**src/hw/i2cPkg.sv**
```systemverilog
package i2cPkg;

    // Clk cycles per quarter of an SCL period
    // One SCL bit is four quarters, 20 clk cycles
    localparam int quarterTicks = 5;

    // Phases of the bus engine
    typedef enum logic [2:0] {
        idle,
        start,
        sendByte,
        getAck,
        restart,
        readByte,
        sendAck,
        stop
    } busPhase;

    // Bytes received within one burst
    typedef logic [2:0] byteCount;

endpackage

```
**src/hw/imuPkg.sv**
```systemverilog
package imuPkg;

    ////////////////////////////////////////////////////////////
    // Sensor data types
    ////////////////////////////////////////////////////////////

    // One axis reading, two's complement as the sensor sends it
    typedef logic signed [15:0] axisWord;

    // Register address inside the sensor
    typedef logic [7:0] regAddr;

    ////////////////////////////////////////////////////////////
    // Bus address and register map
    ////////////////////////////////////////////////////////////

    // AD0 pin tied low
    localparam logic [6:0] devAddr = 7'h68;

    // First byte of each burst, X axis high byte
    localparam regAddr gyroBase = 8'h43;
    localparam regAddr accelBase = 8'h3B;

    // Three axes, two bytes each
    localparam int axisBytes = 6;

endpackage
```
**src/hw/burstIf.sv**
```systemverilog
interface burstIf import imuPkg::*; ();

    // Request side
    logic start;
    regAddr baseAddr;

    // Return side, one pulse per received byte
    logic byteValid;
    logic [7:0] byteData;

    // End of burst, nack valid with done
    logic done;
    logic nack;

    modport control (output start, output baseAddr, input done, input nack);

    modport engine (
        input start,
        input baseAddr,
        output byteValid,
        output byteData,
        output done,
        output nack
    );

    modport monitor (input start, input byteValid, input byteData);

endinterface

```
**src/hw/axisAssembler.sv**
```systemverilog
module axisAssembler import imuPkg::*, i2cPkg::*; (
    input logic clk,
    input logic rst_n,
    input logic accelPhase,
    input logic commit,
    burstIf.monitor burst,
    output axisWord gyroX,
    output axisWord gyroY,
    output axisWord gyroZ,
    output axisWord accelX,
    output axisWord accelY,
    output axisWord accelZ
);

    // Bytes seen since the last start
    byteCount count;

    // Gyro in slots 0..2, accel in 3..5
    axisWord staging [axisBytes];
    axisWord shown [axisBytes];
    logic [2:0] slot;

    // Two bytes per axis, high byte first
    assign slot = (accelPhase ? 3'd3 : 3'd0) + 3'(count >> 1);

    always_ff @(posedge clk or negedge rst_n) begin
        if (!rst_n) begin
            count <= '0;
        end else if (burst.start) begin
            count <= '0;
        end else if (burst.byteValid) begin
            count <= count + 1'b1;
        end
    end

    // Staging set, holds partial data of a running sample
    always_ff @(posedge clk) begin
        if (burst.byteValid) begin
            if (!count[0]) begin
                staging[slot][15:8] <= burst.byteData;
            end else begin
                staging[slot][7:0] <= burst.byteData;
            end
        end
    end

    // Visible set, only updated by a clean sample
    always_ff @(posedge clk or negedge rst_n) begin
        if (!rst_n) begin
            for (int i = 0; i < axisBytes; i++) begin
                shown[i] <= '0;
            end
        end else if (commit) begin
            shown <= staging;
        end
    end

    assign gyroX = shown[0];
    assign gyroY = shown[1];
    assign gyroZ = shown[2];
    assign accelX = shown[3];
    assign accelY = shown[4];
    assign accelZ = shown[5];

endmodule

```
**src/flat_wrapper.sv**
```systemverilog
// flat-port wrapper written by rule: the top's interface ports become plain ports
module axisAssembler_flat import imuPkg::*, i2cPkg::*;
  (clk, rst_n, accelPhase, commit, gyroX, gyroY, gyroZ, accelX, accelY, accelZ, burst_start, burst_byteValid, burst_byteData);
  burstIf burst_i ();
  input logic clk;
  input logic rst_n;
  input logic accelPhase;
  input logic commit;
  output axisWord gyroX;
  output axisWord gyroY;
  output axisWord gyroZ;
  output axisWord accelX;
  output axisWord accelY;
  output axisWord accelZ;
  input wire logic [$bits(burst_i.start)-1:0] burst_start;
  input wire logic [$bits(burst_i.byteValid)-1:0] burst_byteValid;
  input wire logic [$bits(burst_i.byteData)-1:0] burst_byteData;
  assign burst_i.start = burst_start;
  assign burst_i.byteValid = burst_byteValid;
  assign burst_i.byteData = burst_byteData;
  axisAssembler u_core (.clk(clk), .rst_n(rst_n), .accelPhase(accelPhase), .commit(commit), .burst(burst_i), .gyroX(gyroX), .gyroY(gyroY), .gyroZ(gyroZ), .accelX(accelX), .accelY(accelY), .accelZ(accelZ));
endmodule
```
**config.mk**
```make
export PLATFORM = sky130hd
export DESIGN_NAME = axisAssembler_flat
export DESIGN_NICKNAME = d
export VERILOG_FILES = /design/src/hw/i2cPkg.sv /design/src/hw/imuPkg.sv /design/src/hw/burstIf.sv /design/src/hw/axisAssembler.sv /design/src/flat_wrapper.sv
export SDC_FILE = /design/constraint.sdc
export NUM_CORES = 1
export LEC_CHECK = 0
export ABC_AREA = 1
export BUFFER_PORTS_ARGS = -buffer_cell sky130_fd_sc_hd__buf_4
export CAP_MARGIN = 20
export CORE_AREA = 2 2 179 181
export DETAILED_ROUTE_END_ITERATION = 8
export DIE_AREA = 0 0 181 183
export PLACE_DENSITY = 0.37
export SYNTH_ARGS = -nofsm -noshare
export SYNTH_HDL_FRONTEND = slang
export SYNTH_SLANG_ARGS = --single-unit
```
**constraint.sdc**
```tcl
create_clock -name clk -period 2.8 [get_ports clk]
set_input_delay 0.56 -clock clk [delete_from_list [all_inputs] [get_ports clk]]
set_output_delay 0.56 -clock clk [all_outputs]
set_load 0.02 [all_outputs]
```
Word level (Yosys, flattened, before mapping)
Index checks and enable logic that the tools add are counted.
{"block": "word_totals", "elab_cells": 30, "output_inout_bits": 96, "reg_bits": 195}
{"block": "classes", "n_mux": 10, "n_bitwise": 1, "order_cmp": 2, "n_reduce_logical": 2, "n_addsub": 2}
{"cell": "96-bit bitwise mux", "count": 2}
{"cell": "16-bit demux with 3-bit select", "count": 2}
{"cell": "96-bit two-way mux", "count": 1}
{"cell": "16-bit two-way mux", "count": 1}
{"cell": "8-bit two-way mux", "count": 1}
{"cell": "3-bit two-way mux", "count": 2}
{"cell": "4-bit >= comparator (second input constant)", "count": 1}
{"cell": "4-bit by 1-bit < comparator with 1-bit output (second input constant)", "count": 1}
{"cell": "3-bit inverter with 4-bit output", "count": 1}
{"cell": "3-bit by 1-bit adder with 3-bit output (second input constant)", "count": 1}
{"cell": "3-bit by 2-bit adder with 3-bit output", "count": 1}
{"cell": "2-bit two-way mux", "count": 1}
{"cell": "2-bit nonzero test", "count": 1}
{"cell": "1-bit logical AND", "count": 1}

Longest topological paths before layout
Gate-level depths: netlist of the first run.
{"block": "logic_depth", "word_depth": 9, "depth_mapped": 6, "depth_no_buf": 5}

Worst setup path after synthesis of the first run
No wires, ideal clock.
{"block": "synth_timing", "path_type": "input to register", "start": "input port accelPhase", "end": "register u_core.staging[40] (netlist bit) (enable)", "path_stages": 6, "setup_slack_ns": 0.287, "path_buffers": 2, "t_arrival_ns": 2.142, "required_time_ns": 2.430, "cell_sequence": "ha_1 > fa_1 > buf_6 > nand3_4 > buf_6 > nor2_1"}
{"item": "start: declaration", "line": "flat_wrapper.sv:7", "source": "input logic accelPhase;"}
{"item": "end signal: indexed assignment", "line": "axisAssembler.sv:40", "source": "staging[slot][15:8] <= burst.byteData;"}
{"item": "end signal: indexed assignment", "line": "axisAssembler.sv:42", "source": "staging[slot][7:0] <= burst.byteData;"}
{"item": "end: declaration", "line": "axisAssembler.sv:19", "source": "axisWord staging [axisBytes];"}

==> run_results.csv, run 1 <==
group,metric,value,unit
place,place_inst,1196,
clocking,htreeDepth,4,
route,routed_via_density,4.13,
timing,period_share,78.8,%
synth,synthesis.area,7710,um2
clocking,ctsResizeCount,0,
route,dr.pass1.iters,4,
die,die_y,183,um
worst_setup_path,critical_path_class,"flop to flop",
cells_and_area,final_area,9660,um2
worst_setup_path,r2r_cells,7,
clocking,cts_buffers,17,
clocking,cts_sinks,195,
timing,tightest_slew,0.679,ns
die,rows,65,
pwr,power.leakage,4.19,nW
cells_and_area,final_common_cell,"buf_4",
synth,async_flop_share,50.8,%
pwr,p_sw,1.72,mW
worst_setup_path,rr_endpoint,"u_core.staging[91]",
global_route,track_usage,12.3,%
synth,synth_warnings,0,
worst_setup_path,cp.required,2.96,ns
place,post-place-ws,0.301,ns
cells_and_area,mostFrequentLayoutCells,"buf_4, inv_1, nand2_1, dfrtp_1, o21ai_0",
cells_and_area,num-fill-cells,3294,
clocking,clk_latency,0.45,ns
die,core_area,31200,um2
cells_and_area,area_growth,25.4,%
place,place.gp.congestion,0.737,
clocking,post_cts_buffers,0,
cells_and_area,diodes,0,
die,fp.dieW,181,um
global_route,antenna_found_initial,0,
pwr,p_int,4.79,mW
timing,finalSetupTns,0,ns
place,io_buffers,109,
worst_setup_path,worstPathArrival,2.37,ns
worst_setup_path,path_max_fanout,11,
outcome,status,"finished clean",
worst_setup_path,r2r_setup_slack,0.59,ns
hold_path,hold_class,"primary input to asynchronous set/reset pin",
clocking,cts_tree,"built",
route,dr.first_iter.drc_count,560,
synth,syn-num-nets,715,
pwr,ir_drop,0.370,mV
global_route,grt_overflow,0,
timing,setup_slack,0.594,ns
synth,yosysUniqueCellTypes,21,
pwr,powerDensity,674,nW/um2
worst_setup_path,r2r_start,"u_core.count[1]",
pwr,pwr-share-comb,10.9,%
timing,rsz0062_at_grt,"false",
pwr,total_power,6.51,mW
clocking,path_clk_slew,0.08,ns
global_route,grt_pass1_vias,5221,
cells_and_area,final_core_util,30.9,%
clocking,cts_buffer_depth,2,
worst_setup_path,startpoint_type,"flop",
route,drt_wl_total,20.0,mm
die,dieArea,33100,um2
timing,timing.hold.ws,0.104,ns
synth,synth-edff-count,96,
clocking,root_buffer,"clkbuf_16",
place,place_area,9040,um2
pwr,pwr-share-clk,40.2,%
pwr,p_sw_share,26.4,%
timing,finalSetupViolations,0,
global_route,grt_pass1_wl,30.8,mm
synth,synthFlopType,"dfrtp_1",
cells_and_area,fin_cells,1228,
synth,syn_avg_cell_area,11.0,um2
worst_setup_path,endpoint_kind,"flop",
clocking,cts_hold_buffers,0,
pwr,seqPwrFrac,49.0,%
timing,clock_skew,0.0119,ns
place,place_hpwl,13.6,mm
synth,ys_ff_latch,195,
route,drtAntennaViolNets,0,
flow_run,max_cap_violations,0,
synth,synthCells,698,
timing,slew_violations,0,
route,drcViolationCount,0,
die,start_util,24.7,%
timing,hold_viol,0,
timing,timing.fmax,453,MHz
timing,fin_crit,2.21,ns
route,wl_per_cell,16.3,um
route,dr_total_vias,5067,
cells_and_area,nets,830,
global_route,grt_max_degree,70,
timing,slew_headroom,54.6,%
die,num_io_pins,110,
cells_and_area,drive_above_1_share,23.1,%
synth,synth_seq_area_share,69.6,%
## synthesized netlist by cell type (4+ instances only)
cell type	number	area [um2]
buf_2	18	90.1
buf_4	4	30.0
buf_6	5	56.3
clkbuf_1	13	48.8
dfrtp_1	99	2480
edfxtp_1	96	2880
inv_1	107	402
nand2_1	102	383
nand3_1	19	95.1
nand4_1	16	100
nor2_1	79	297
nor3_1	16	80.1
nor3_2	15	150
o21ai_0	97	485
## how the worst max path moves through the flow
| stage | startpoint | cells after the start | end | slack [ns] |
|---|---|---|---|---|
| 2_1_floorplan | accelPhase | 6 | u_core.staging[40] | 0.29 |
| 3_3_place_gp | accelPhase | 8 | u_core.staging[95] | 0.30 |
| 3_5_place_dp | accelPhase | 8 | u_core.staging[95] | 0.30 |
| 4_1_cts | u_core.count[1] | 7 | u_core.staging[93] | 0.58 |
| 5_1_grt | u_core.count[1] | 5 | u_core.staging[19] | 0.48 |
| 6_report | u_core.count[1] | 7 | u_core.staging[91] | 0.59 |
## state kept, by name, indices dropped and copies added, names as in the netlist
register        cells
u_core.accelZ      16
u_core.accelY      16
u_core.staging     96
u_core.gyroZ       16
u_core.gyroY       16
u_core.gyroX       16
u_core.accelX      16
u_core.count        3
## routing by layer
layer | share of wire [%] | track usage (%) | vias up | wire length [um]
met4 | 1.4 | 3.93 | 0 | 284
met1 | 50 | 17.6 | 2441 | 10100
li1 | - | - | 2492 | -
met2 | 44 | 18.7 | 112 | 8820
met5 | 0 | 0 | - | 0
met3 | 4.1 | 2.62 | 22 | 827
## power groups by stage
stage	combinational [mW]	clock [mW]	sequential, mW
2_1_floorplan	0.293	0	3.34
3_3_place_gp	0.717	0	3.25
3_5_place_dp	0.721	0	3.25
4_1_cts	0.722	2.68	3.19
5_1_grt	0.782	2.80	3.20
6_report	0.707	2.61	3.19
## cell families after synthesis
family / Yosys count / share of synthesized area (%)
and+or+nand+nor: 251 / 15.1
DFF: 195 / 69.6
buffers and inverters: 150 / 8.28
AOI/OAI and AO/OA: 99 / 6.43
adders and majority gates: 3 / 0.584
## layout make-up
type                       count  area [um2]  area share, %
clock inverter                15         194           2.01
clock buffer                  17         425           4.40
timing repair buffer         136        1060           11.0
inverter                     110         413           4.27
tap                          402         503           5.21
multi-input combinational    353        1710           17.7
sequential                   195        5360           55.5
## worst max-delay path, stage by stage, from the launching register on
cell and delay (ns):
dfrtp_1 0.41, ha_1 0.20, fa_1 0.46, buf_4 0.21
nor2_4 0.22, nand2_1 0.10, nor2_1 0.16, buf_4 0.17
Note: power is estimated with default switching activity, not from simulation.
==> inputs of run 2 (changes only) <==
PLACE_DENSITY = 0.38   (was 0.37)
clock period = 1.9 ns   (was 2.8 ns; I/O delays follow)
==> run_results.csv, run 2 (synthesis gave the netlist of run 1 again) <==
group,metric,value,unit
outcome,status,"finished, violations left",
outcome,violations,"negative setup slack",
pwr,pwr-share-comb,12.7,%
pwr,seqPwrFrac,49.9,%
worst_setup_path,r2r_cells,7,
place,io_buffers,109,
timing,fin_crit,2.00,ns
route,dr.first_iter.drc_count,382,
worst_setup_path,r2r_start,"u_core.count[1]",
clocking,cts_buffers,17,
worst_setup_path,cp.required,2.05,ns
cells_and_area,largest_register,"u_core.staging",
cells_and_area,area_growth,30.3,%
cells_and_area,diodes,0,
worst_setup_path,worstPathArrival,2.15,ns
clocking,cts_sinks,195,
pwr,total_power,9.41,mW
worst_setup_path,endpoint_kind,"flop",
route,wl_per_cell,15.7,um
pwr,ir_drop,0.526,mV
pwr,powerDensity,937,nW/um2
global_route,grt_pass1_vias,5220,
clocking,path_clk_slew,0.07,ns
die,num_io_pins,110,
timing,tightest_slew,0.719,ns
timing,clock_skew,0.0145,ns
cells_and_area,final_area,10000,um2
timing,timing.hold.ws,0.177,ns
global_route,antenna_found_initial,0,
timing,rsz0062_at_grt,"true",
global_route,track_usage,12.0,%
place,post-place-ws,-0.239,ns
pwr,p_sw,2.63,mW
hold_path,hold_path_end,"u_core.count[1]",
clocking,cts_buffer_depth,2,
worst_setup_path,r2r_setup_slack,-0.1,ns
die,fp.dieW,181,um
clocking,htreeDepth,4,
worst_setup_path,critical_path_class,"flop to flop",
route,dr.pass1.iters,4,
cells_and_area,nets,834,
pwr,p_sw_share,28.0,%
hold_path,hold_class,"primary input to flop",
worst_setup_path,path_max_fanout,8,
hold_path,hold_start,"burst_byteValid",
die,dieArea,33100,um2
die,start_util,24.7,%
place,place_area,9180,um2
cells_and_area,drive_above_1_share,28.2,%
die,die_y,183,um
timing,setup_slack,-0.0957,ns
worst_setup_path,rr_endpoint,"u_core.staging[72]",
place,place.gp.congestion,0.702,
timing,slew_headroom,52.0,%
die,rows,65,
cells_and_area,final_common_cell,"buf_4",
cells_and_area,mostFrequentLayoutCells,"buf_4, inv_1, nand2_1, dfrtp_1, o21ai_0",
flow_run,max_cap_violations,0,
route,dr_total_vias,5033,
global_route,grt_overflow,0,
timing,finalSetupViolations,143,
global_route,grt_pass1_wl,30.4,mm
timing,finalSetupTns,-6.37,ns
die,core_area,31200,um2
hold_path,hold_depth,2,
global_route,grt_max_degree,72,
clocking,root_buffer,"clkbuf_16",
timing,timing.fmax,501,MHz
route,drcViolationCount,0,
timing,slew_violations,0,
pwr,pwr-share-clk,37.4,%
pwr,p_int,6.77,mW
route,drt_wl_total,19.4,mm
route,drtAntennaViolNets,0,
pwr,power.leakage,4.28,nW
clocking,clk_latency,0.44,ns
place,place_hpwl,13.2,mm
worst_setup_path,startpoint_type,"flop",
timing,period_share,105,%
route,routed_via_density,4.09,
timing,hold_viol,0,
cells_and_area,largest_reg_flops,96,
clocking,cts_tree,"built",
==> run 2: cell types whose count changed in the layout (fill, tap and decap cells not counted), moves of 3 or more <==
| cell | previous run | this run |
|---|---|---|
| nand3_1 | 19 | 4 |
| nand3_2 | 0 | 12 |
| nor2_1 | 79 | 67 |
| nor2_4 | 1 | 11 |
| nor3_1 | 16 | 7 |
| buf_4 | 133 | 125 |
| buf_12 | 3 | 10 |
| nor3_4 | 1 | 7 |
| buf_6 | 0 | 3 |
| bufinv_16 | 3 | 0 |
| inv_8 | 2 | 5 |
| nand3_4 | 2 | 5 |
| nor3_2 | 15 | 18 |
==> run 2: per-stage QoR <==
stage	instances	util (%)
2_1_floorplan	698	-
5_1_grt	1232	32.1
3_5_place_dp	1194	29.4
3_3_place_gp	1194	29.4
6_report	1232	32.1
4_1_cts	1230	31.6
==> run 2: power by group through the flow <==
stage	combinational, mW	sequential, mW	clock, mW
after CTS	1.15	4.70	3.65
after global routing	1.32	4.72	3.82
after global placement	1.11	4.79	0
final	1.20	4.69	3.51
after floorplan	0.472	4.93	0
after detailed placement	1.11	4.79	0
==> run 2: cell type report <==
class | instances | area, um2
inverter | 110 | 413
timing repair buffer | 140 | 1210
clock buffer | 17 | 425
clock inverter | 15 | 140
multi-input combinational | 353 | 1990
fill | 3261 | 21200
tap | 402 | 503
sequential | 195 | 5360
==> run 2: critical path, cell delays in order (launching register included) <==
cell     delay (ns)
dfrtp_1        0.39
ha_2           0.18
fa_2           0.66
nor2_4         0.09
buf_4          0.15
buf_12         0.14
nand3_2        0.06
nor2_1         0.05
==> run 2: routing by layer <==
| layer | vias to the layer above | GRT usage, % | wire (um) |
|---|---|---|---|
| met5 | - | 0 | 0 |
| met4 | 0 | 3.38 | 223 |
| met3 | 15 | 2.78 | 577 |
| met2 | 88 | 18.1 | 8500 |
| met1 | 2420 | 17.2 | 10100 |
| li1 | 2510 | - | - |
==> run 2: how the worst max path moves through the flow <==
stage / startpoint / endpoint / slack [ns] / cells after the start
finish: u_core.count[1] / u_core.staging[72] / -0.1 / 7
global route: u_core.count[1] / u_core.staging[92] / -0.17 / 5
CTS: u_core.count[1] / u_core.staging[85] / -0.1 / 5
detailed placement: accelPhase / u_core.staging[89] / -0.24 / 6
global placement: accelPhase / u_core.staging[56] / -0.25 / 6
floorplan: u_core.count[1] / u_core.staging[40] / -0.16 / 6
==> run 2: repair_timing <==
action | in CTS | in global routing
resized for setup | 19 | 23
endpoints found under the hold margin | 23 | 0
hold buffers | 1 | 0
setup endpoints to repair | 159 | 181
buffers inserted | 3 | 2
pin swaps | 4 | 7
cloned | 0 | 1
