## config.mk

```make
export PLATFORM = sky130hd
export DESIGN_NAME = i2cBitTimer
export DESIGN_NICKNAME = d
export VERILOG_FILES = /design/src/hw/i2cPkg.sv /design/src/hw/i2cBitTimer.sv
export SDC_FILE = /design/constraint.sdc
export NUM_CORES = 1
export LEC_CHECK = 0
export ABC_CLOCK_PERIOD_IN_PS = 2700
export BUFFER_PORTS_ARGS = -buffer_cell sky130_fd_sc_hd__buf_4
export CORE_AREA = 2 2 39 41
export CTS_CLUSTER_DIAMETER = 40
export DETAILED_ROUTE_END_ITERATION = 16
export DIE_AREA = 0 0 41 43
export PLACE_DENSITY = 0.38
export SLEW_MARGIN = 25
export SYNTH_ARGS = -nofsm -noshare
export SYNTH_HDL_FRONTEND = slang
export SYNTH_SLANG_ARGS = --single-unit
```

## constraint.sdc

```tcl
create_clock -name clk -period 2.7 [get_ports clk]
set_input_delay 0.135 -clock clk [delete_from_list [all_inputs] [get_ports clk]]
set_output_delay 0.135 -clock clk [all_outputs]
set_load 0.05 [all_outputs]
```

## src/hw/i2cPkg.sv

```systemverilog
package i2cPkg;

    // Clk cycles per quarter of an SCL period
    // One SCL bit is four quarters, 20 clk cycles
    localparam int quarterTicks = 5;

    // Phases of the bus engine
    typedef enum logic [2:0] {
        idle,
        start,
        sendByte,
        getAck,
        restart,
        readByte,
        sendAck,
        stop
    } busPhase;

    // Bytes received within one burst
    typedef logic [2:0] byteCount;

endpackage

```

## src/hw/i2cBitTimer.sv

```systemverilog
module i2cBitTimer import i2cPkg::*; (
    input logic clk,
    input logic rst_n,
    input logic enable,
    output logic tick
);

    // Wide enough for quarterTicks - 1
    logic [$clog2(quarterTicks)-1:0] count;
    logic wrap;

    // Last cycle of a quarter
    assign wrap = (int'(count) == quarterTicks - 1);

    ////////////////////////////////////////////////////////////
    // Quarter-bit counter
    ////////////////////////////////////////////////////////////

    always_ff @(posedge clk or negedge rst_n) begin
        if (!rst_n) begin
            count <= '0;
        end else if (!enable) begin
            // Held at zero so a new burst starts a full quarter
            count <= '0;
        end else if (wrap) begin
            count <= '0;
        end else begin
            count <= count + 1'b1;
        end
    end

    // One cycle wide, only while the engine runs
    assign tick = enable && wrap;

endmodule

```

### Word-level counts from Yosys, hierarchy flattened

Cells that the tools add are included.

* flip-flop bits (word level): 3
* output and inout port bits: 1
* input port bits: 3

* equal/unequal tests: 1
* mux-type cells: 2
* $add $sub $neg: 1
* reduce and logical (&&, ||, !) cells: 1

Operators with widths (count)
* 3-bit two-way mux: 2
* 3-bit by 1-bit adder with 3-bit output (second input constant): 1
* 3-bit == test (second input constant): 1
* 1-bit logical AND: 1

### Longest topological paths before layout

Gate-level depths: netlist of the first run.

* depth after elaboration: 3
* gate-level depth with buffers: 4
* gate-level depth less buffers: 4

### Worst setup path after synthesis of the first run

OpenSTA, ideal clock, no wires.

* kind: register to output
* start: reg count[0]
* end: out tick
* slack: 1.652 ns
* stages on the path, launching flop included: 4
* data arrival time: 0.913 ns
* required time: 2.565 ns
* cell sequence: dfrtp_1 > inv_1 > ha_1 > and3_2

* cells in the longest elaborated chain, start to end: 2

Ends and longest elaborated chain
* start: declaration: RTL line i2cBitTimer.sv:9 `logic [$clog2(quarterTicks)-1:0] count;`
* start signal: assignment: RTL line i2cBitTimer.sv:28 `count <= count + 1'b1;`
* 3-bit == test: RTL line i2cBitTimer.sv:13 `assign wrap = (int'(count) == quarterTicks - 1);`
* 1-bit logical AND: RTL line i2cBitTimer.sv:33 `assign tick = enable && wrap;`
* end: declaration: RTL line i2cBitTimer.sv:5 `output logic tick`

No other way between the ends.

### Worst setup path after layout of the first run

Ends and elaborated chain as after synthesis.

==> results of run 1 <==
==> worst max-delay path, stage by stage, from the launching register on <==
cell	delay, ns
dfrtp_1	0.34
inv_1	0.05
ha_1	0.21
and3_2	0.20
buf_4	0.18
==> layer usage <==
metal  vias up  track usage  part of all wire
met1        51      0.03571              0.39
met5         -            0                 0
met3         2      0.03141              0.14
met4         0      0.08000             0.023
met2         4      0.04688              0.44
li1         63            -                 -
==> repair_timing <==
action	CTS	global route
hold buffers	1	0
hold endpoints to repair	3	0
gates resized for setup	0	0
==> cell type report <==
cell class	instances	share of cell area
Sequential cell	3	0.3261
Multi-Input combinational cell	9	0.2989
Timing Repair Buffer	4	0.1413
Clock buffer	4	0.1141
Tap cell	16	0.08696
Inverter	2	0.03261
==> logic make-up (layout without fill, tap and decap cells) <==
kind of cell	Yosys count	count (layout)
flip-flops	3	3
AO/OA/AOI/OAI	1	1
adder cells (fa/ha/maj)	2	2
AND/OR/NAND/NOR	6	6
buffers and inverters	2	10
==> per-stage QoR <==
| stage | instance area [sq um] | utilization | hold slack (ns) | std cells |
|---|---|---|---|---|
| global route | 230.2 | 0.1664 | 0.1607 | 38 |
| finish | 230.2 | 0.1664 | 0.1519 | 38 |
| CTS | 230.2 | 0.1664 | 0.1480 | 38 |
| floorplan | 151.4 | - | -0.1606 | 14 |
| global placement | 193.9 | 0.1401 | -0.07308 | 33 |
| detailed placement | 193.9 | 0.1401 | -0.07417 | 33 |
==> final timing paths <==
check,endpoint,slack [ns],cells past startpoint
min,count[1],0.15,2
min reg2reg,count[2],0.49,1
max,tick,1.35,4
max in group asynchronous,count[1],2.37,2
min in group asynchronous,count[2],0.24,2
max reg2reg,count[2],1.76,4
==> report_power, final <==
part           leakage [nW]  internal (W)  switching, W
Clock                0.0150     0.0000553     0.0000218
Sequential           0.0395     0.0000490    0.00000218
Combinational        0.0587    0.00000848    0.00000694
==> cells in the final DEF (no fill, tap or decap), drive strengths merged <==
cell	count
nand4bb	1
and2	1
dlygate4sd3	1
nand2	2
clkbuf	4
inv	2
dfrtp	3
ha	2
o21ai	1
and3	2
buf	3
==> impl_metrics.toml, run 1 <==
[synth]
synth_area_leaders = "dfrtp_1, ha_1, nand4bb_1"
synth_simple_gate_area_share = 0.2562
synthXorXnorAreaFrac = 0
synthAdderAreaFrac = 0.1653
netlist.area_leader.share = 0.4959
ys_seq_elements = 3
synth_area_sq_um = 151.4
synth_most_common_cell = "dfrtp_1"
synth_top_cell_by_area = "dfrtp_1"
synth.top_cells.by_count = "dfrtp_1, ha_1, inv_1, nand2_1"
synth_edf_count = 0
synth_top_family_by_area = "simple AND/OR/NAND/NOR gates"
synth_nets = 19
ys_types = 9
synth.area.mux_share = 0
yosys_warnings = 0
synthArstFlopShare = 1.000
synth-main-ff-cell = "dfrtp_1"
syn_inst = 14
seq_area_frac_synth = 0.4959
avgSynthCellArea_sq_um = 10.81
synth_compound_area_frac = 0.03306

[place]
globalplace.congestion = 0.5343
portBuffers = 3
post-place-ws_ns = 1.583

[detailed_routing]
drc_errors = 0
ant_nets = 0
dr.pass1.iters = 2
wire_per_inst_um = 6.921
drt-total-wl_um = 263
vias_per_cell = 3.158
vias = 120
drt_iter0_markers = 1

[sta]
finClkSkew_ns = 0.00001678
tightest_slew_ns = 0.1453
hold_violations = 0
setup_ws_ns = 1.347
finalSetupTns_ns = 0
finalSetupViolations = 0
fmax_mhz = 739.3
period_share = 0.5010
rsz0062_at_grt = "false"
period_needed_ns = 1.353
relSlewSlack = 0.9040
drv_slew = 0

[layout]
multi_input_area_sq_um = 68.82
area_delta_synth_final_pct = 52.07
nNetsFinal = 28
n_antenna_cell = 0
largest_reg_flops = 3
reg_top3 = "count: 3 flops"
regMostFlops = "count"
fillers = 157
register_area_sq_um = 75.07
final_layout_size_suffix_gt1_frac = 0.3182

[min_path]
min_from = "enable"
hp-class = "input pin to flip-flop"

[setup_path]
crit_required_ns = 2.57
end_kind = "primary output"
critPathLaunchType = "flip-flop"
crit_start = "count[0]"
reg2reg_from = "count[0]"
crit_type = "flip-flop to primary output"
cp.arrival_ns = 1.22
crit_fanout = 3

[clock_network]
cts_tree = "built"
htreeDepth = 1
worstSkewPairLatency_ns = 0.23
clk_pin_slew_worst_paths_ns = 0.04
cts-root-buf = "clkbuf_4"
clock_sinks = 3
cts_inserted_buffers = 3
clock_path_buffers = 2
post_cts_buffers = 0

[job]
cap_violations = 0

[grt]
grt_pass1_vias = 119
antenna_found_initial = 0
overflow = 0
grt_pass1_wl_um = 420
grt_max_degree = 6
grt_use_total = 0.04431

[pwr]
p_leak_nw = 0.1131
peakVddDrop_mv = 0.1341
power.density_nw_per_um2 = 624.1
finalPower_w = 0.0001437

[die]
die_x_um = 41
dieArea_sq_um = 1763
core_sq_um = 1384
ioPinCount = 4
die_h_um = 43
rows = 14
initial_core_util = 0.1094

[outcome]
status = "complete, no violations"
Note: power is estimated with default switching activity, not from simulation.
==> run 2, diff against run 1 <==
--- a/config.mk
+++ b/config.mk
@@ -5,13 +5,14 @@
 export SDC_FILE = /design/constraint.sdc
 export NUM_CORES = 1
 export LEC_CHECK = 0
-export ABC_CLOCK_PERIOD_IN_PS = 2700
+export ABC_AREA = 1
+export ABC_CLOCK_PERIOD_IN_PS = 1400
 export BUFFER_PORTS_ARGS = -buffer_cell sky130_fd_sc_hd__buf_4
 export CORE_AREA = 2 2 39 41
 export CTS_CLUSTER_DIAMETER = 40
 export DETAILED_ROUTE_END_ITERATION = 16
 export DIE_AREA = 0 0 41 43
-export PLACE_DENSITY = 0.38
+export PLACE_DENSITY = 0.39
 export SLEW_MARGIN = 25
 export SYNTH_ARGS = -nofsm -noshare
 export SYNTH_HDL_FRONTEND = slang
==> constraint.sdc (replaced) <==
create_clock -name clk -period 1.4 [get_ports clk]
set_input_delay 0.07 -clock clk [delete_from_list [all_inputs] [get_ports clk]]
set_output_delay 0.07 -clock clk [all_outputs]
set_load 0.05 [all_outputs]
==> run 2 against run 1 <==
Core utilization increased by 0.72 points. Wire length decreased by 14%. Non-clock buffer count unchanged. Cell area increased by 4.3%. Clock skew increased by 0.0020 ns. Clock power increased by 92%. Register-to-register slack got worse by 1.3 ns. Cell count increased by 16%. Via count increased by 5.0%.
==> impl_metrics.toml, run 2 <==
[sta]
drv_slew = 0
hold_violations = 0
finalSetupViolations = 0
fmax_mhz = 813.2
finalSetupTns_ns = 0
setup_ws_ns = 0.1703
period_needed_ns = 1.230
rsz0062_at_grt = "false"
relSlewSlack = 0.9030
tightest_slew_ns = 0.1467
period_share = 0.8784
finClkSkew_ns = 0.002013

[min_path]
hp-class = "input pin to flip-flop"
min_to = "count[1]"
min_delay_path_depth = 3
min_from = "enable"

[layout]
area_delta_synth_final_pct = 48.84
layout_common_cells = "inv_1, nand2_1, clkbuf_4, dfrtp_1, buf_4"
largest_reg_flops = 3
nNetsFinal = 34
n_antenna_cell = 0
reg_top3 = "count: 3 flops"
regMostFlops = "count"
final_common_cell = "inv_1"
final_layout_size_suffix_gt1_frac = 0.2857

[clock_network]
cts-root-buf = "clkbuf_4"
clock_path_buffers = 2
clk_pin_slew_worst_paths_ns = 0.03
htreeDepth = 1
clock_sinks = 3
post_cts_buffers = 0
worstSkewPairLatency_ns = 0.23
cts_tree = "built"
cts_inserted_buffers = 3

[synth]
syn_inst = 20
synth_most_common_cell = "inv_1"
synth_nets = 25
seq_area_frac_synth = 0.4651
synthArstFlopShare = 1.000
synth-main-ff-cell = "dfrtp_1"
synth_top_cell_by_area = "dfrtp_1"
avgSynthCellArea_sq_um = 8.070
netlist.area_leader.share = 0.4651
synth_area_sq_um = 161.4
yosys_warnings = 0
ys_seq_elements = 3
ys_types = 7
synth_area_leaders = "dfrtp_1, ha_1, inv_1"
synth_edf_count = 0
synth.top_cells.by_count = "inv_1, nand2_1, dfrtp_1"

[die]
core_sq_um = 1384
ioPinCount = 4
dieArea_sq_um = 1763
die_h_um = 43
rows = 14
initial_core_util = 0.1166
die_x_um = 41

[place]
portBuffers = 3
place_hpwl_um = 188.4
post-place-ws_ns = 0.4037
globalplace.congestion = 0.6346

[outcome]
status = "complete, no violations"

[setup_path]
end_kind = "primary output"
crit_fanout = 3
cp.arrival_ns = 1.16
crit_type = "flip-flop to primary output"
reg2reg_from = "count[0]"
critPathLaunchType = "flip-flop"
r2r_cells = 5
crit_required_ns = 1.33
worstReg2RegEnd = "count[2]"
r2r_slack_ns = 0.49

[detailed_routing]
drt-total-wl_um = 225
vias = 126
dr.pass1.iters = 2
vias_per_cell = 2.864
ant_nets = 0
drc_errors = 0
drt_iter0_markers = 3
wire_per_inst_um = 5.114

[grt]
grt_use_total = 0.04536
grt_pass1_vias = 132
overflow = 0
grt_pass1_wl_um = 489
antenna_found_initial = 0
grt_max_degree = 4

[pwr]
p_leak_nw = 0.1315
peakVddDrop_mv = 0.2895
power.density_nw_per_um2 = 1184

[job]
cap_violations = 0
==> run 2: cell count changes after synthesis, sizes merged <==
cell     before  now
nand4bb       1    0
nand2         2    6
o21ai         1    0
inv           2    6
and3          2    0
nor2          0    3
and2          1    0
==> run 2: area by class of cell <==
cell class | instances | area, sq um
Fill cell | 159 | 1144
Tap cell | 16 | 20.02
Multi-Input combinational cell | 11 | 63.81
Sequential cell | 3 | 75.07
Timing Repair Buffer | 4 | 32.53
Inverter | 6 | 22.52
Clock buffer | 4 | 26.28
==> run 2: how the worst max path moves through the flow <==
stage	startpoint	endpoint	slack, ns	cells after the start
floorplan	count[0]	tick	0.06	4
global placement	count[0]	tick	0.40	5
detailed placement	count[0]	tick	0.40	5
CTS	count[0]	tick	0.16	5
global route	count[0]	tick	0.07	5
finish	count[0]	tick	0.17	5
==> run 2: repair_timing <==
action	4_1_cts	5_1_grt
endpoints found under the hold margin	3	0
resized for setup	0	0
hold buffers	1	0
==> run 2: critical path, cell delays in order, from the launching register on <==
cell and delay (ns):
dfrtp_1 0.38, inv_1 0.06, ha_1 0.13, nand2_1 0.07
nor2_1 0.09, buf_4 0.20
==> run 2: power by group <==
part | internal (W) | switching (W)
combinational | 0.0000162 | 0.0000193
sequential | 0.0000956 | 0.00000516
clock | 0.000107 | 0.0000417
total | 0.000218 | 0.0000662
==> run 2: routing by layer <==
layer	track usage	up-vias	routed length, um	part of all wire
li1	-	70	-	-
met1	0.05212	54	94	0.42
met2	0.05313	2	126	0.56
met3	0.01571	0	4	0.018
met4	0.06000	0	0	0
met5	0	-	0	0
==> run 2: cell families after synthesis <==
kind of cell,count (synthesis),synth area share
adder cells (fa/ha/maj),2,0.1550
AND/OR/NAND/NOR,9,0.2404
flip-flops,3,0.4651
buffers and inverters,6,0.1395
==> run 2: stage by stage <==
step	cells	hold WS [ns]	power, W	area, sq um	util
after floorplan	20	-0.2256	0.0001242	161.4	-
after global placement	39	-0.1391	0.0001368	203.9	0.1474
after detailed placement	39	-0.1408	0.0001365	203.9	0.1474
after CTS	44	0.06047	0.0002946	240.2	0.1736
after global routing	44	0.07326	0.0003074	240.2	0.1736
final	44	0.06383	0.0002845	240.2	0.1736
==> run 3, diff against run 2 <==
--- a/config.mk
+++ b/config.mk
@@ -6,7 +6,7 @@
 export NUM_CORES = 1
 export LEC_CHECK = 0
 export ABC_AREA = 1
-export ABC_CLOCK_PERIOD_IN_PS = 1400
+export ABC_CLOCK_PERIOD_IN_PS = 1200
 export BUFFER_PORTS_ARGS = -buffer_cell sky130_fd_sc_hd__buf_4
 export CORE_AREA = 2 2 39 41
 export CTS_CLUSTER_DIAMETER = 40
==> constraint.sdc (replaced) <==
create_clock -name clk -period 1.2 [get_ports clk]
set_input_delay 0.06 -clock clk [delete_from_list [all_inputs] [get_ports clk]]
set_output_delay 0.06 -clock clk [all_outputs]
set_load 0.05 [all_outputs]
==> run 3 against run 2 <==
Hold slack lost 0.018 ns. Wire length rose by 30%. Register-to-register slack got worse by 0.30 ns. Highest routed layer unchanged. Non-clock buffer count grew 1. Die area is the same. Critical path depth stayed put.
==> impl_metrics.toml, run 3 (synthesis gave the netlist of run 2 again) <==
[sta]
period_share = 0.9885
period_needed_ns = 1.186
relSlewSlack = 0.9215
finClkSkew_ns = 0.0001150
drv_slew = 0
tightest_slew_ns = 0.1178
finalSetupViolations = 0
fmax_mhz = 843.0
rsz0062_at_grt = "true"
hold_violations = 0

[die]
ioPinCount = 4
initial_core_util = 0.1166
core_sq_um = 1384
die_x_um = 41
die_h_um = 43
dieArea_sq_um = 1763
rows = 14

[detailed_routing]
dr.pass1.iters = 1
ant_nets = 0
wire_per_inst_um = 6.489
drt_iter0_markers = 0
drt-total-wl_um = 292
drc_errors = 0
vias_per_cell = 2.933
vias = 132

[place]
portBuffers = 3
globalplace.congestion = 0.6166
dpl-instance-area_sq_um = 206.4
place_hpwl_um = 222.2
place_inst = 39

[grt]
grt_pass1_wl_um = 489
overflow = 0
grt_use_total = 0.04819
grt_pass1_vias = 134
grt_max_degree = 4
antenna_found_initial = 0

[setup_path]
critPathLaunchType = "flip-flop"
crit_required_ns = 1.14
crit_type = "flip-flop to primary output"
r2r_cells = 6
end_kind = "primary output"
cp.arrival_ns = 1.13
crit_fanout = 2

[clock_network]
clock_path_buffers = 2
cts-root-buf = "clkbuf_4"
cts_inserted_buffers = 3
clk_pin_slew_worst_paths_ns = 0.04
worstSkewPairLatency_ns = 0.23
htreeDepth = 1
clock_sinks = 3
cts_tree = "built"

[min_path]
min_delay_path_depth = 3
hp-class = "input pin to flip-flop"

[pwr]
pwr-share-seq = 0.343
peakVddDrop_mv = 0.5809
swShare = 0.2397
switching_power_w = 0.00008208
clock_power_share = 0.509
power.density_nw_per_um2 = 1335
p_int_w = 0.0002604
comb_power_share = 0.148
p_leak_nw = 0.1376

[layout]
reg_top3 = "count: 3 flops"
n_antenna_cell = 0
multi_input_area_sq_um = 68.82
regMostFlops = "count"
instances_no_fill = 45
layout_common_cells = "inv_1, nand2_1, clkbuf_4, dfrtp_1, buf_4"
largest_reg_flops = 3
nNetsFinal = 35
register_area_sq_um = 75.07
fillers = 164
finalInstanceArea_sq_um = 256.5
final_common_cell = "inv_1"
final_layout_size_suffix_gt1_frac = 0.3793
final_core_util = 0.1854
area_delta_synth_final_pct = 58.91

[outcome]
status = "complete, no violations"

[job]
cap_violations = 0
==> run 3: changes by cell type in the layout (fill, tap and decap cells not counted), sizes merged <==
cell,previous run,this run
buf,3,4
==> run 3: cell type report <==
cell class,instances,area share
flip-flops and latches,3,0.2927
multi-input cells,11,0.2683
repair buffers,5,0.1707
clock buffers,4,0.1024
inverters,6,0.08780
well taps,16,0.07805
==> run 3: power groups by stage <==
stage          clock [W]  combinational, W  sequential [W]
3_3_place_gp           0         0.0000420        0.000119
4_1_cts         0.000187         0.0000522        0.000117
6_report        0.000174         0.0000507        0.000117
5_1_grt         0.000194         0.0000590        0.000119
3_5_place_dp           0         0.0000414        0.000119
2_1_floorplan          0         0.0000279        0.000118
==> run 3: critical path: stages (launching register included) <==
cell and delay (ns):
dfrtp_1 0.37, inv_1 0.06, ha_1 0.15, nand2_2 0.07
nor2_2 0.09, buf_6 0.16
==> run 3: path summary, 6_finish.rpt <==
check                      startpoint       end  slack, ns
min                            enable  count[1]       0.05
max in group asynchronous       rst_n  count[1]       0.95
max                          count[0]      tick       0.01
max reg2reg                  count[0]  count[2]       0.19
min in group asynchronous       rst_n  count[2]       0.16
min reg2reg                  count[0]  count[0]       0.53
==> run 3: per-stage QoR <==
step	hold slack (ns)	TNS [ns]	power [W]	worst slack (ns)
floorplan	-0.2356	0	0.0001456	0.08656
global placement	-0.1446	0	0.0001609	0.2094
detailed placement	-0.1451	0	0.0001604	0.2118
CTS	0.04343	0	0.0003565	0.003301
global route	0.05134	-0.07857	0.0003725	-0.07857
finish	0.04562	0	0.0003425	0.01375
==> run 3: metal layers <==
layer / wire (um) / GRT usage / part of all wire / up-vias
met3: 17 / 0.07853 / 0.058 / 0
li1: - / - / - / 73
met5: 0 / 0 / 0 / -
met1: 146 / 0.04502 / 0.50 / 56
met2: 128 / 0.05938 / 0.44 / 3
met4: 0 / 0 / 0 / 0
==> run 3: repair_timing <==
| item | CTS | global route |
|---|---|---|
| resized for setup | 2 | 0 |
| endpoints found under the hold margin | 3 | 0 |
| buffers inserted | 1 | 0 |
| setup endpoints to repair | 1 | 1 |
| hold buffers | 1 | 0 |
| pin swaps | 0 | 0 |
