$ cat src/hw/i2cPkg.sv
package i2cPkg;

    // Clk cycles per quarter of an SCL period
    // One SCL bit is four quarters, 20 clk cycles
    localparam int quarterTicks = 5;

    // Phases of the bus engine
    typedef enum logic [2:0] {
        idle,
        start,
        sendByte,
        getAck,
        restart,
        readByte,
        sendAck,
        stop
    } busPhase;

    // Bytes received within one burst
    typedef logic [2:0] byteCount;

endpackage

$ cat src/hw/imuPkg.sv
package imuPkg;

    ////////////////////////////////////////////////////////////
    // Sensor data types
    ////////////////////////////////////////////////////////////

    // One axis reading, two's complement as the sensor sends it
    typedef logic signed [15:0] axisWord;

    // Register address inside the sensor
    typedef logic [7:0] regAddr;

    ////////////////////////////////////////////////////////////
    // Bus address and register map
    ////////////////////////////////////////////////////////////

    // AD0 pin tied low
    localparam logic [6:0] devAddr = 7'h68;

    // First byte of each burst, X axis high byte
    localparam regAddr gyroBase = 8'h43;
    localparam regAddr accelBase = 8'h3B;

    // Three axes, two bytes each
    localparam int axisBytes = 6;

endpackage
$ cat src/hw/burstIf.sv
interface burstIf import imuPkg::*; ();

    // Request side
    logic start;
    regAddr baseAddr;

    // Return side, one pulse per received byte
    logic byteValid;
    logic [7:0] byteData;

    // End of burst, nack valid with done
    logic done;
    logic nack;

    modport control (output start, output baseAddr, input done, input nack);

    modport engine (
        input start,
        input baseAddr,
        output byteValid,
        output byteData,
        output done,
        output nack
    );

    modport monitor (input start, input byteValid, input byteData);

endinterface

$ cat src/hw/i2cBurstReader.sv
module i2cBurstReader import imuPkg::*, i2cPkg::*; (
    input logic clk,
    input logic rst_n,
    input logic tick,
    output logic timerEnable,
    output logic sclOut,
    output logic sdaLow,
    input logic sdaIn,
    burstIf.engine burst
);

    busPhase phase;

    // Quarter within the current bit, and bit within the byte
    logic [1:0] quarter;
    logic [2:0] bitCnt;
    logic [7:0] shiftReg;
    byteCount bytes;

    // 0 device write, 1 register pointer, 2 device read
    logic [1:0] addrStage;
    logic nackSeen;

    logic lastByte;
    logic bitHigh;
    logic sclNext;
    logic sdaNext;

    // Final byte of the burst gets no ack from the master
    assign lastByte = (bytes == byteCount'(axisBytes));

    // SCL high in the two middle quarters of a data bit
    assign bitHigh = (quarter == 2'd1) || (quarter == 2'd2);

    assign timerEnable = (phase != idle);

    ////////////////////////////////////////////////////////////
    // Line levels per phase and quarter
    ////////////////////////////////////////////////////////////

    always_comb begin
        sclNext = 1'b1;
        sdaNext = 1'b0;
        case (phase)
            start: begin
                // SDA falls while SCL high, then SCL drops
                sclNext = (quarter != 2'd3);
                sdaNext = (quarter >= 2'd2);
            end
            restart: begin
                sclNext = bitHigh;
                sdaNext = (quarter >= 2'd2);
            end
            sendByte: begin
                sclNext = bitHigh;
                sdaNext = ~shiftReg[7];
            end
            getAck, readByte: begin
                sclNext = bitHigh;
            end
            sendAck: begin
                sclNext = bitHigh;
                sdaNext = !lastByte;
            end
            stop: begin
                // SDA rises while SCL high
                sclNext = (quarter != 2'd0);
                sdaNext = (quarter <= 2'd1);
            end
            default: begin
                sclNext = 1'b1;
            end
        endcase
    end

    // Registered so the pins never glitch
    always_ff @(posedge clk or negedge rst_n) begin
        if (!rst_n) begin
            sclOut <= 1'b1;
            sdaLow <= 1'b0;
        end else begin
            sclOut <= sclNext;
            sdaLow <= sdaNext;
        end
    end

    ////////////////////////////////////////////////////////////
    // Phase sequencing, one step per quarter tick
    ////////////////////////////////////////////////////////////

    always_ff @(posedge clk or negedge rst_n) begin
        if (!rst_n) begin
            phase <= idle;
            quarter <= '0;
            bitCnt <= '0;
            shiftReg <= '0;
            bytes <= '0;
            addrStage <= '0;
            nackSeen <= 1'b0;
            burst.byteValid <= 1'b0;
            burst.byteData <= '0;
            burst.done <= 1'b0;
            burst.nack <= 1'b0;
        end else begin
            burst.byteValid <= 1'b0;
            burst.done <= 1'b0;
            if (burst.start && phase == idle) begin
                phase <= start;
                quarter <= '0;
                bitCnt <= '0;
                bytes <= '0;
                addrStage <= '0;
                nackSeen <= 1'b0;
            end else if (tick) begin
                quarter <= quarter + 1'b1;
                case (phase)
                    start, restart: begin
                        if (quarter == 2'd3) begin
                            // R/W bit set only after the repeated start
                            phase <= sendByte;
                            shiftReg <= {devAddr, addrStage[1]};
                            bitCnt <= '0;
                        end
                    end
                    sendByte: begin
                        if (quarter == 2'd3) begin
                            shiftReg <= {shiftReg[6:0], 1'b0};
                            bitCnt <= bitCnt + 1'b1;
                            if (bitCnt == 3'd7) begin
                                phase <= getAck;
                            end
                        end
                    end
                    getAck: begin
                        // High SDA here means no slave answered
                        if (quarter == 2'd1) begin
                            nackSeen <= sdaIn;
                        end
                        if (quarter == 2'd3) begin
                            if (nackSeen) begin
                                phase <= stop;
                            end else if (addrStage == 2'd0) begin
                                phase <= sendByte;
                                shiftReg <= burst.baseAddr;
                                addrStage <= 2'd1;
                            end else if (addrStage == 2'd1) begin
                                phase <= restart;
                                addrStage <= 2'd2;
                            end else begin
                                phase <= readByte;
                                bitCnt <= '0;
                            end
                        end
                    end
                    readByte: begin
                        if (quarter == 2'd1) begin
                            shiftReg <= {shiftReg[6:0], sdaIn};
                            if (bitCnt == 3'd7) begin
                                // Full byte, hand it over next cycle
                                burst.byteValid <= 1'b1;
                                burst.byteData <= {shiftReg[6:0], sdaIn};
                                bytes <= bytes + 1'b1;
                            end
                        end
                        if (quarter == 2'd3) begin
                            bitCnt <= bitCnt + 1'b1;
                            if (bitCnt == 3'd7) begin
                                phase <= sendAck;
                            end
                        end
                    end
                    sendAck: begin
                        if (quarter == 2'd3) begin
                            phase <= lastByte ? stop : readByte;
                        end
                    end
                    stop: begin
                        if (quarter == 2'd3) begin
                            phase <= idle;
                            burst.done <= 1'b1;
                            burst.nack <= nackSeen;
                        end
                    end
                    default: begin
                        phase <= idle;
                    end
                endcase
            end
        end
    end

endmodule

$ cat src/flat_wrapper.sv
// flat-port wrapper written by rule: the top's interface ports become plain ports
module i2cBurstReader_flat import imuPkg::*, i2cPkg::*;
  (clk, rst_n, tick, timerEnable, sclOut, sdaLow, sdaIn, burst_start, burst_baseAddr, burst_byteValid, burst_byteData, burst_done, burst_nack);
  burstIf burst_i ();
  input logic clk;
  input logic rst_n;
  input logic tick;
  output logic timerEnable;
  output logic sclOut;
  output logic sdaLow;
  input logic sdaIn;
  input wire logic [$bits(burst_i.start)-1:0] burst_start;
  input wire logic [$bits(burst_i.baseAddr)-1:0] burst_baseAddr;
  output wire logic [$bits(burst_i.byteValid)-1:0] burst_byteValid;
  output wire logic [$bits(burst_i.byteData)-1:0] burst_byteData;
  output wire logic [$bits(burst_i.done)-1:0] burst_done;
  output wire logic [$bits(burst_i.nack)-1:0] burst_nack;
  assign burst_i.start = burst_start;
  assign burst_i.baseAddr = burst_baseAddr;
  assign burst_byteValid = burst_i.byteValid;
  assign burst_byteData = burst_i.byteData;
  assign burst_done = burst_i.done;
  assign burst_nack = burst_i.nack;
  i2cBurstReader u_core (.clk(clk), .rst_n(rst_n), .tick(tick), .timerEnable(timerEnable), .sclOut(sclOut), .sdaLow(sdaLow), .sdaIn(sdaIn), .burst(burst_i));
endmodule
$ cat config.mk
export PLATFORM = sky130hd
export DESIGN_NAME = i2cBurstReader_flat
export DESIGN_NICKNAME = d
export VERILOG_FILES = /design/src/hw/i2cPkg.sv /design/src/hw/imuPkg.sv /design/src/hw/burstIf.sv /design/src/hw/i2cBurstReader.sv /design/src/flat_wrapper.sv
export SDC_FILE = /design/constraint.sdc
export NUM_CORES = 1
export LEC_CHECK = 0
export ABC_AREA = 1
export BUFFER_PORTS_ARGS = -buffer_cell sky130_fd_sc_hd__buf_2
export CAP_MARGIN = 15
export CORE_UTILIZATION = 50
export CTS_CLUSTER_DIAMETER = 30
export DETAILED_ROUTE_END_ITERATION = 7
export GPL_ROUTABILITY_DRIVEN = 0
export PLACE_DENSITY_LB_ADDON = 0.2
export SYNTH_ARGS = -nofsm -noshare
export SYNTH_HDL_FRONTEND = slang
export SYNTH_SLANG_ARGS = --single-unit
$ cat constraint.sdc
create_clock -name clk -period 1.5 [get_ports clk]
set_input_delay 0.3 -clock clk [delete_from_list [all_inputs] [get_ports clk]]
set_output_delay 0.3 -clock clk [all_outputs]
set_load 0.01 [all_outputs]
Yosys cells after proc, flatten, opt, wreduce, memory -nomap -nowiden
Index checks and enable logic that the tools add are counted.

word-level totals
  register bits = 35
  input port bits = 13

cells by class
  $add $sub $neg = 3
  bitwise logic cells = 2
  equality and inequality tests = 33
  reductions and logical operators = 27
  order comparisons = 2
  muxes and demuxes = 59

operators with widths
  kind                   count
  $mux W3                24
  $mux W8                6
  $pmux W8 S4            1
  $ne A3 B1 Y1 const B   9
  $mux W2                10
  $eq A3 B3 Y1 const B   6
  $pmux W3 S6            1
  $reduce_and A9 Y1      2
  $mux W1                14
  $reduce_bool A2 Y1     7
  $ne A2 B1 Y1 const B   5
  $reduce_and A5 Y1      2
  $pmux W3 S3            1
  $reduce_and A4 Y1      2
  $reduce_and A8 Y1      1
  $reduce_bool A4 Y1     2
  $add A3 B1 Y3 const B  2
  $eq A3 B2 Y1 const B   2
  $ne A2 B2 Y1 const B   3
  $ne A3 B2 Y1 const B   2
  $reduce_bool A3 Y1     2
  $reduce_or A5 Y1       1
  $eq A2 B1 Y1 const B   2
  $eq A2 B2 Y1 const B   2
  other kinds (15)       17

Depth between registers and ports, before layout
  depth in word-level cells = 8
  mapped depth = 11

Worst setup path after synthesis
Ideal clock, no wire load.

  path kind = flip-flop to flip-flop
  start point = reg u_core.quarter[1]
  end point = reg u_core.shiftReg[3]
  slack = 0.122 ns
  cell stages (with the launch flop) = 11
  clock period less this slack = 1.378 ns
  arrival = 1.255 ns
  setup time = 0.123 ns
  required time = 1.377 ns
  cells stage by stage = dfrtp_1 inv_1 ha_1 inv_1 nand2_2 nand2_2 nor2_4 nand3_4 buf_12 nand2_2 o21ai_2

between the ends
  longest elaborated chain between the ends = 3
  elaborated cells on any way between the ends = 7
  classes of those cells = 6 x eq/ne; 1 x reduce/logical

ends and longest elaborated chain
  item                                          RTL line               source
  start: declaration                            i2cBurstReader.sv:15   logic [1:0] quarter;
  start signal: assignment                      i2cBurstReader.sv:115  quarter <= quarter + 1'b1;
  $eq A2 B1 Y1 or $eq A2 B2 Y1 (tied branches)  n/a
  $ne A2 B1 Y1 (no source line)                 n/a
  $reduce_and A9 Y1 (no source line) *          n/a
  end signal: assignment                        i2cBurstReader.sv:127  shiftReg <= {shiftReg[6:0], 1'b0};
  end signal: assignment                        i2cBurstReader.sv:144  shiftReg <= burst.baseAddr;
  end signal: assignment                        i2cBurstReader.sv:157  shiftReg <= {shiftReg[6:0], sdaIn};
  end: declaration                              i2cBurstReader.sv:17   logic [7:0] shiftReg;

Mark *: on every way between the ends. The rest lies on a longest branch, timed or not.
A chain may end at the register's enable or synchronous reset.

Worst setup path after layout
  start point = reg u_core.phase[0]
  end point = reg u_core.shiftReg[1]

between the ends
  longest elaborated chain between the ends = 4
  elaborated cells on any way between the ends = 18
  classes of those cells = 11 x eq/ne; 1 x mux; 1 x bitwise; 5 x reduce/logical

ends and longest elaborated chain
  item                                                                      RTL line               source
  start: declaration                                                        i2cBurstReader.sv:12   busPhase phase;
  start signal: assignment                                                  i2cBurstReader.sv:93   phase <= idle;
  start signal: assignment                                                  i2cBurstReader.sv:108  phase <= start;
  start signal: assignment                                                  i2cBurstReader.sv:120  phase <= sendByte;
  $eq A3 B1 Y1 (tied with other cells)                                      i2cBurstReader.sv:116  case (phase)
  $reduce_or A2 Y1 (no source line) or $logic_and A1 B1 Y1 (tied branches)  n/a
  $ne A2 B1 Y1 (no source line) (tied with other cells)                     n/a
  $reduce_and A9 Y1 (no source line)                                        n/a
  end signal: assignment                                                    i2cBurstReader.sv:121  shiftReg <= {devAddr, addrStage[1]};
  end signal: assignment                                                    i2cBurstReader.sv:127
  end signal: assignment                                                    i2cBurstReader.sv:144

Parallel ways exist; a longest one is shown, timed or not.

==> results.md <==
STA:
- The setup clock skew after layout is 0.00950 ns.
- Setup violations remaining at the end of the flow were counted as 0.
- The number of hold violations in the final report is 0.
- After layout, the minimum clock period comes to 1.49 ns.
- The transition time of the tightest slew-check pin is 0.459 ns.
- The maximum operating frequency is 673 MHz.
- Setup repair after global routing could not meet its margin everywhere.
- The worst setup slack after layout is 0.0132 ns.
- The number of pins exceeding their max-slew limit in the final report is 0.
- Headroom to the max-slew limit came out at 0.694.
- Of the available clock period, the critical path in the final layout requires 0.991.

Setup path:
- The critical path is of the reg2reg type.
- The largest fanout on the critical path is 8.
- Broken down by cell family, the worst path's largest delay share belongs to simple AND/OR/NAND/NOR gates.
- The most used cell along the critical path is sky130_fd_sc_hd__nand2_2.
- Counting both buffers and inverters, the worst setup path holds a total of 1.
- The endpoint required time on the critical path is 1.67 ns.
- The worst setup path is launched from a flop.
- The critical path goes through buf_12 -> nand2_4 -> nor2_8 -> nand2_2 -> nand2_2 -> nor2_4 -> nand3_4 -> nand2_2 -> o21ai_2.
- The register-to-register path setup slack is 0.01 ns.
- The critical path's largest stage delay is 0.40 ns.
- The slowest stage of the critical path belongs to the cell sky130_fd_sc_hd__dfrtp_1.
- STA puts the critical path data arrival time at 1.66 ns.
- The kind of capture point of the worst setup path is a flop.

Place:
- The port buffer count is 26.
- At the placement stage, the worst setup path has a slack of -0.0594 ns.
- Once placement completed, the tool counted placed cells totaling 326.
- The estimated wirelength of the detail-placed design is 3200 µm.

Clocking:
- The maximum root-to-sink buffer count is 2.
- The clock slew seen by the registers of the worst setup and hold paths is 0.07 ns.
- The CTS tree is yes.
- The clock drives 35 sinks.
- Counting the buffers created by CTS gives 5.
- The clock root buffer is sky130_fd_sc_hd__clkbuf_8.
- The number of H-tree levels is 2.
- The later pin in the worst-skew pair is clocked with a latency of 0.29 ns.

GRT:
- In the global route stage, overall resource usage came out at 0.226.
- Entering global routing, the biggest net connects 36 pins.
- The global-route wire length before repair is 7490 µm.
- The initial antenna violation count is 0.
- The number of global-route vias before repair is 1656.
- The sum of overflow across all layers after global routing is 0.

Yosys:
- The compound-gate portion of the synthesized area is 0.125.
- The XOR/XNOR share of the synthesized area is 0.
- The synthesis warning total is 0.
- The adder and majority gate portion of the synthesized area is 0.0480.
- The post-synthesis sequential area ratio is 0.420.
- The count of unique library cells instantiated by Yosys is 31.
- The average cell area after synthesis is 8.96 µm².
- The cell area that synthesis handed to floorplanning was 2090 µm².
- The most repeated cell in the gate-level netlist after synthesis is sky130_fd_sc_hd__nand2_1.
- The commonest cells after synthesis are 58 x sky130_fd_sc_hd__nand2_1, 34 x sky130_fd_sc_hd__dfrtp_1, 16 x sky130_fd_sc_hd__nand3_1, 15 x sky130_fd_sc_hd__nand2_2, 14 x sky130_fd_sc_hd__inv_1.
- The count of state elements after synthesis is 35.
- By area the synthesized netlist is led by sky130_fd_sc_hd__dfrtp_1 41%, sky130_fd_sc_hd__nand2_1 10%, sky130_fd_sc_hd__ha_1 4.8%.
- The share of the synthesized area in the top cell type is 0.408.
- The number of nets in the synthesized netlist is 254.
- Counting every instance in the synthesized netlist gives 233.
- The mux share of post-synthesis cell area is 0.
- The biggest area contributor in the post-synthesis netlist is sky130_fd_sc_hd__dfrtp_1.
- The primary flip-flop cell chosen by synthesis mapping is sky130_fd_sc_hd__dfrtp_1.
- By area, the combinational part of the netlist is dominated by simple AND/OR/NAND/NOR gates.
- The number of enable-type register cells in the synthesized netlist is 0.
- The share of flip-flops with an asynchronous set or reset is 1.00.
- Of the total synthesized cell area, the portion taken by AND, OR, NAND and NOR gates is 0.328.

Final layout:
- 0 antenna diodes ended up in the layout.
- The post-synthesis to final-layout area growth is 24.3%.
- In the final layout, the share of cells above drive strength 1 is 0.417.
- The final core area utilization is 0.649.
- After the last flow step, the layout net total stands at 308.
- The number of fill cells is 345.
- The finished layout holds 338 standard cells, fillers aside.

Route:
- The detailed-route via count is 1764.
- The average via count per standard cell is 5.22.
- The detailed-router iteration count before antenna repair is 7.
- The number of design-rule violations left by the first detailed-router iteration is 148.
- The number of nets still failing antenna checks after routing is 0.
- For this run, design rule violations remaining after detail routing come to 0.
- The sum of routed wire length over all layers is 4530 µm.
- The per-cell routed wire length is 13.4 µm.

Outcome:
- The flow ran to the end, and the final reports show no timing, DRC or antenna violations.

Hold path:
- The type of the most critical hold path is in2async.

Power and ir drop:
- The cell leakage power is 1.32 nW.
- IR analysis of the VDD net gives a maximum drop of 1.11 mV.
- The power density over cell area is 2040 nW/µm².
- The design draws 5.29 mW.

Die:
- From bottom edge to top edge, the die measures 66.6 µm.
- The number of cell rows is 23.
- Pin placement for this block handled 27 I/O pins.
- The initial cell density of the core is 0.522.
- The die covers 4440 µm².
- The horizontal die dimension is 66.6 µm.
- The area of the core is 4000 µm².

Flow run:
- The tool flagged a number of max-cap violations equal to 0.
cells by family after synthesis:
| kind of cell | count (synthesis) |
|---|---|
| DFF | 35 |
| AOI/OAI and AO/OA | 42 |
| buffers and inverters | 27 |
| adders and majority gates | 8 |
| and+or+nand+nor | 121 |
placed cells by master (no fill, tap or decap), types with 2 or more instances in the layout:
| cell | synthesis | routed |
|---|---|---|
| sky130_fd_sc_hd__nand2_1 | 58 | 53 |
| sky130_fd_sc_hd__dfrtp_1 | 34 | 32 |
| sky130_fd_sc_hd__buf_2 | 1 | 26 |
| sky130_fd_sc_hd__buf_4 | 1 | 23 |
| sky130_fd_sc_hd__nand2_2 | 15 | 20 |
| sky130_fd_sc_hd__nand3_1 | 16 | 16 |
| sky130_fd_sc_hd__inv_1 | 14 | 12 |
| sky130_fd_sc_hd__o21ai_0 | 12 | 10 |
| sky130_fd_sc_hd__a21oi_1 | 10 | 10 |
| sky130_fd_sc_hd__nor2_1 | 9 | 9 |
| sky130_fd_sc_hd__nand3_4 | 4 | 7 |
| sky130_fd_sc_hd__o21ai_1 | 5 | 7 |
| sky130_fd_sc_hd__o21ai_2 | 8 | 7 |
| sky130_fd_sc_hd__ha_1 | 8 | 6 |
| sky130_fd_sc_hd__clkbuf_8 | 0 | 5 |
| sky130_fd_sc_hd__nor2_4 | 4 | 4 |
| sky130_fd_sc_hd__inv_2 | 3 | 4 |
| sky130_fd_sc_hd__nand2_4 | 4 | 4 |
| sky130_fd_sc_hd__a22oi_1 | 4 | 4 |
| sky130_fd_sc_hd__nand3_2 | 5 | 3 |
| sky130_fd_sc_hd__inv_4 | 1 | 2 |
| sky130_fd_sc_hd__inv_6 | 2 | 2 |
| sky130_fd_sc_hd__nor3_1 | 2 | 2 |
| sky130_fd_sc_hd__nand4_1 | 2 | 2 |
| sky130_fd_sc_hd__buf_12 | 1 | 2 |
| sky130_fd_sc_hd__buf_6 | 4 | 2 |
| sky130_fd_sc_hd__dfrtp_2 | 0 | 2 |
report_power, final:
group / switching [mW] / internal, mW / leakage (nW) / total (mW)
Sequential: 0.252 / 1.21 / 0.464 / 1.46
Clock: 0.361 / 0.325 / 0.0412 / 0.686
Combinational: 1.89 / 1.26 / 0.815 / 3.15
Total: 2.51 / 2.79 / 1.32 / 5.29
timing repair:
| item | CTS | global route |
|---|---|---|
| setup endpoints to repair | 14 | 17 |
| pin swaps | 2 | 10 |
| resized for setup | 2 | 19 |
| cloned | 1 | 0 |
| buffers inserted | 0 | 4 |
| hold endpoints to repair | 0 | 0 |
| hold buffers | 0 | 0 |
flip-flops by register name, summed over array words and instances, names as in the netlist:
| register | flops |
|---|---|
| u_core.addrStage | 2 |
| u_core.bitCnt | 3 |
| u_core.burst.byteData | 8 |
| u_core.burst.byteValid | 1 |
| u_core.burst.done | 1 |
| u_core.burst.nack | 1 |
| u_core.bytes | 3 |
| u_core.nackSeen | 1 |
| u_core.phase | 3 |
| u_core.quarter | 2 |
| u_core.sclOut | 1 |
| u_core.sdaLow | 1 |
| u_core.shiftReg | 8 |
path summary, 6_finish.rpt:
check	end	cells after the start	from
max in group asynchronous	u_core.phase[2]$_DFFE_PN0P_	2	rst_n
setup / recovery	u_core.shiftReg[1]$_DFFE_PN0P_	9	u_core.phase[0]$_DFFE_PN0P_
hold / removal	u_core.quarter[0]$_DFFE_PN0P_	2	rst_n
min in group clk	u_core.burst.byteData[0]$_DFFE_PN0P_	3	sdaIn
setup reg to reg	u_core.shiftReg[1]$_DFFE_PN0P_	9	u_core.phase[0]$_DFFE_PN0P_
hold reg to reg	u_core.burst.byteData[5]$_DFFE_PN0P_	2	u_core.burst.byteData[5]$_DFFE_PN0P_
worst reg2reg max path, cell delays in order, from the launching register on:
cell,delay [ns]
sky130_fd_sc_hd__dfrtp_1,0.40
sky130_fd_sc_hd__buf_12,0.16
sky130_fd_sc_hd__nand2_4,0.09
sky130_fd_sc_hd__nor2_8,0.05
sky130_fd_sc_hd__nand2_2,0.08
sky130_fd_sc_hd__nand2_2,0.08
sky130_fd_sc_hd__nor2_4,0.18
sky130_fd_sc_hd__nand3_4,0.17
sky130_fd_sc_hd__nand2_2,0.12
sky130_fd_sc_hd__o21ai_2,0.05
layer usage:
layer  routed length (µm)  vias up  track usage
li1                     -      883            -
met5                    0        -            0
met1                 2180      827        0.304
met4                   59        0       0.0718
met3                  174       10       0.0428
met2                 2120       44        0.361
cell type report:
class                      count  area, µm²  area share
multi-input combinational    172       1110       0.429
inverter                      20       90.1      0.0347
tap                           50       62.6      0.0241
clock buffer                   6       72.6      0.0280
timing repair buffer          53        365       0.141
sequential                    35        880       0.339
clock inverter                 2       12.5     0.00482
through the flow:
step / hold WS (ns) / setup TNS (ns) / cell area (µm²)
2_1_floorplan: 0.00441 / 0 / 2090
6_report: 0.0312 / 0 / 2590
3_5_place_dp: 0.364 / -0.303 / 2410
3_3_place_gp: 0.364 / -0.147 / 2410
5_1_grt: 0.0883 / -0.737 / 2590
4_1_cts: 0.0550 / 0 / 2500
No activity file was read; power rests on OpenSTA's default activity.
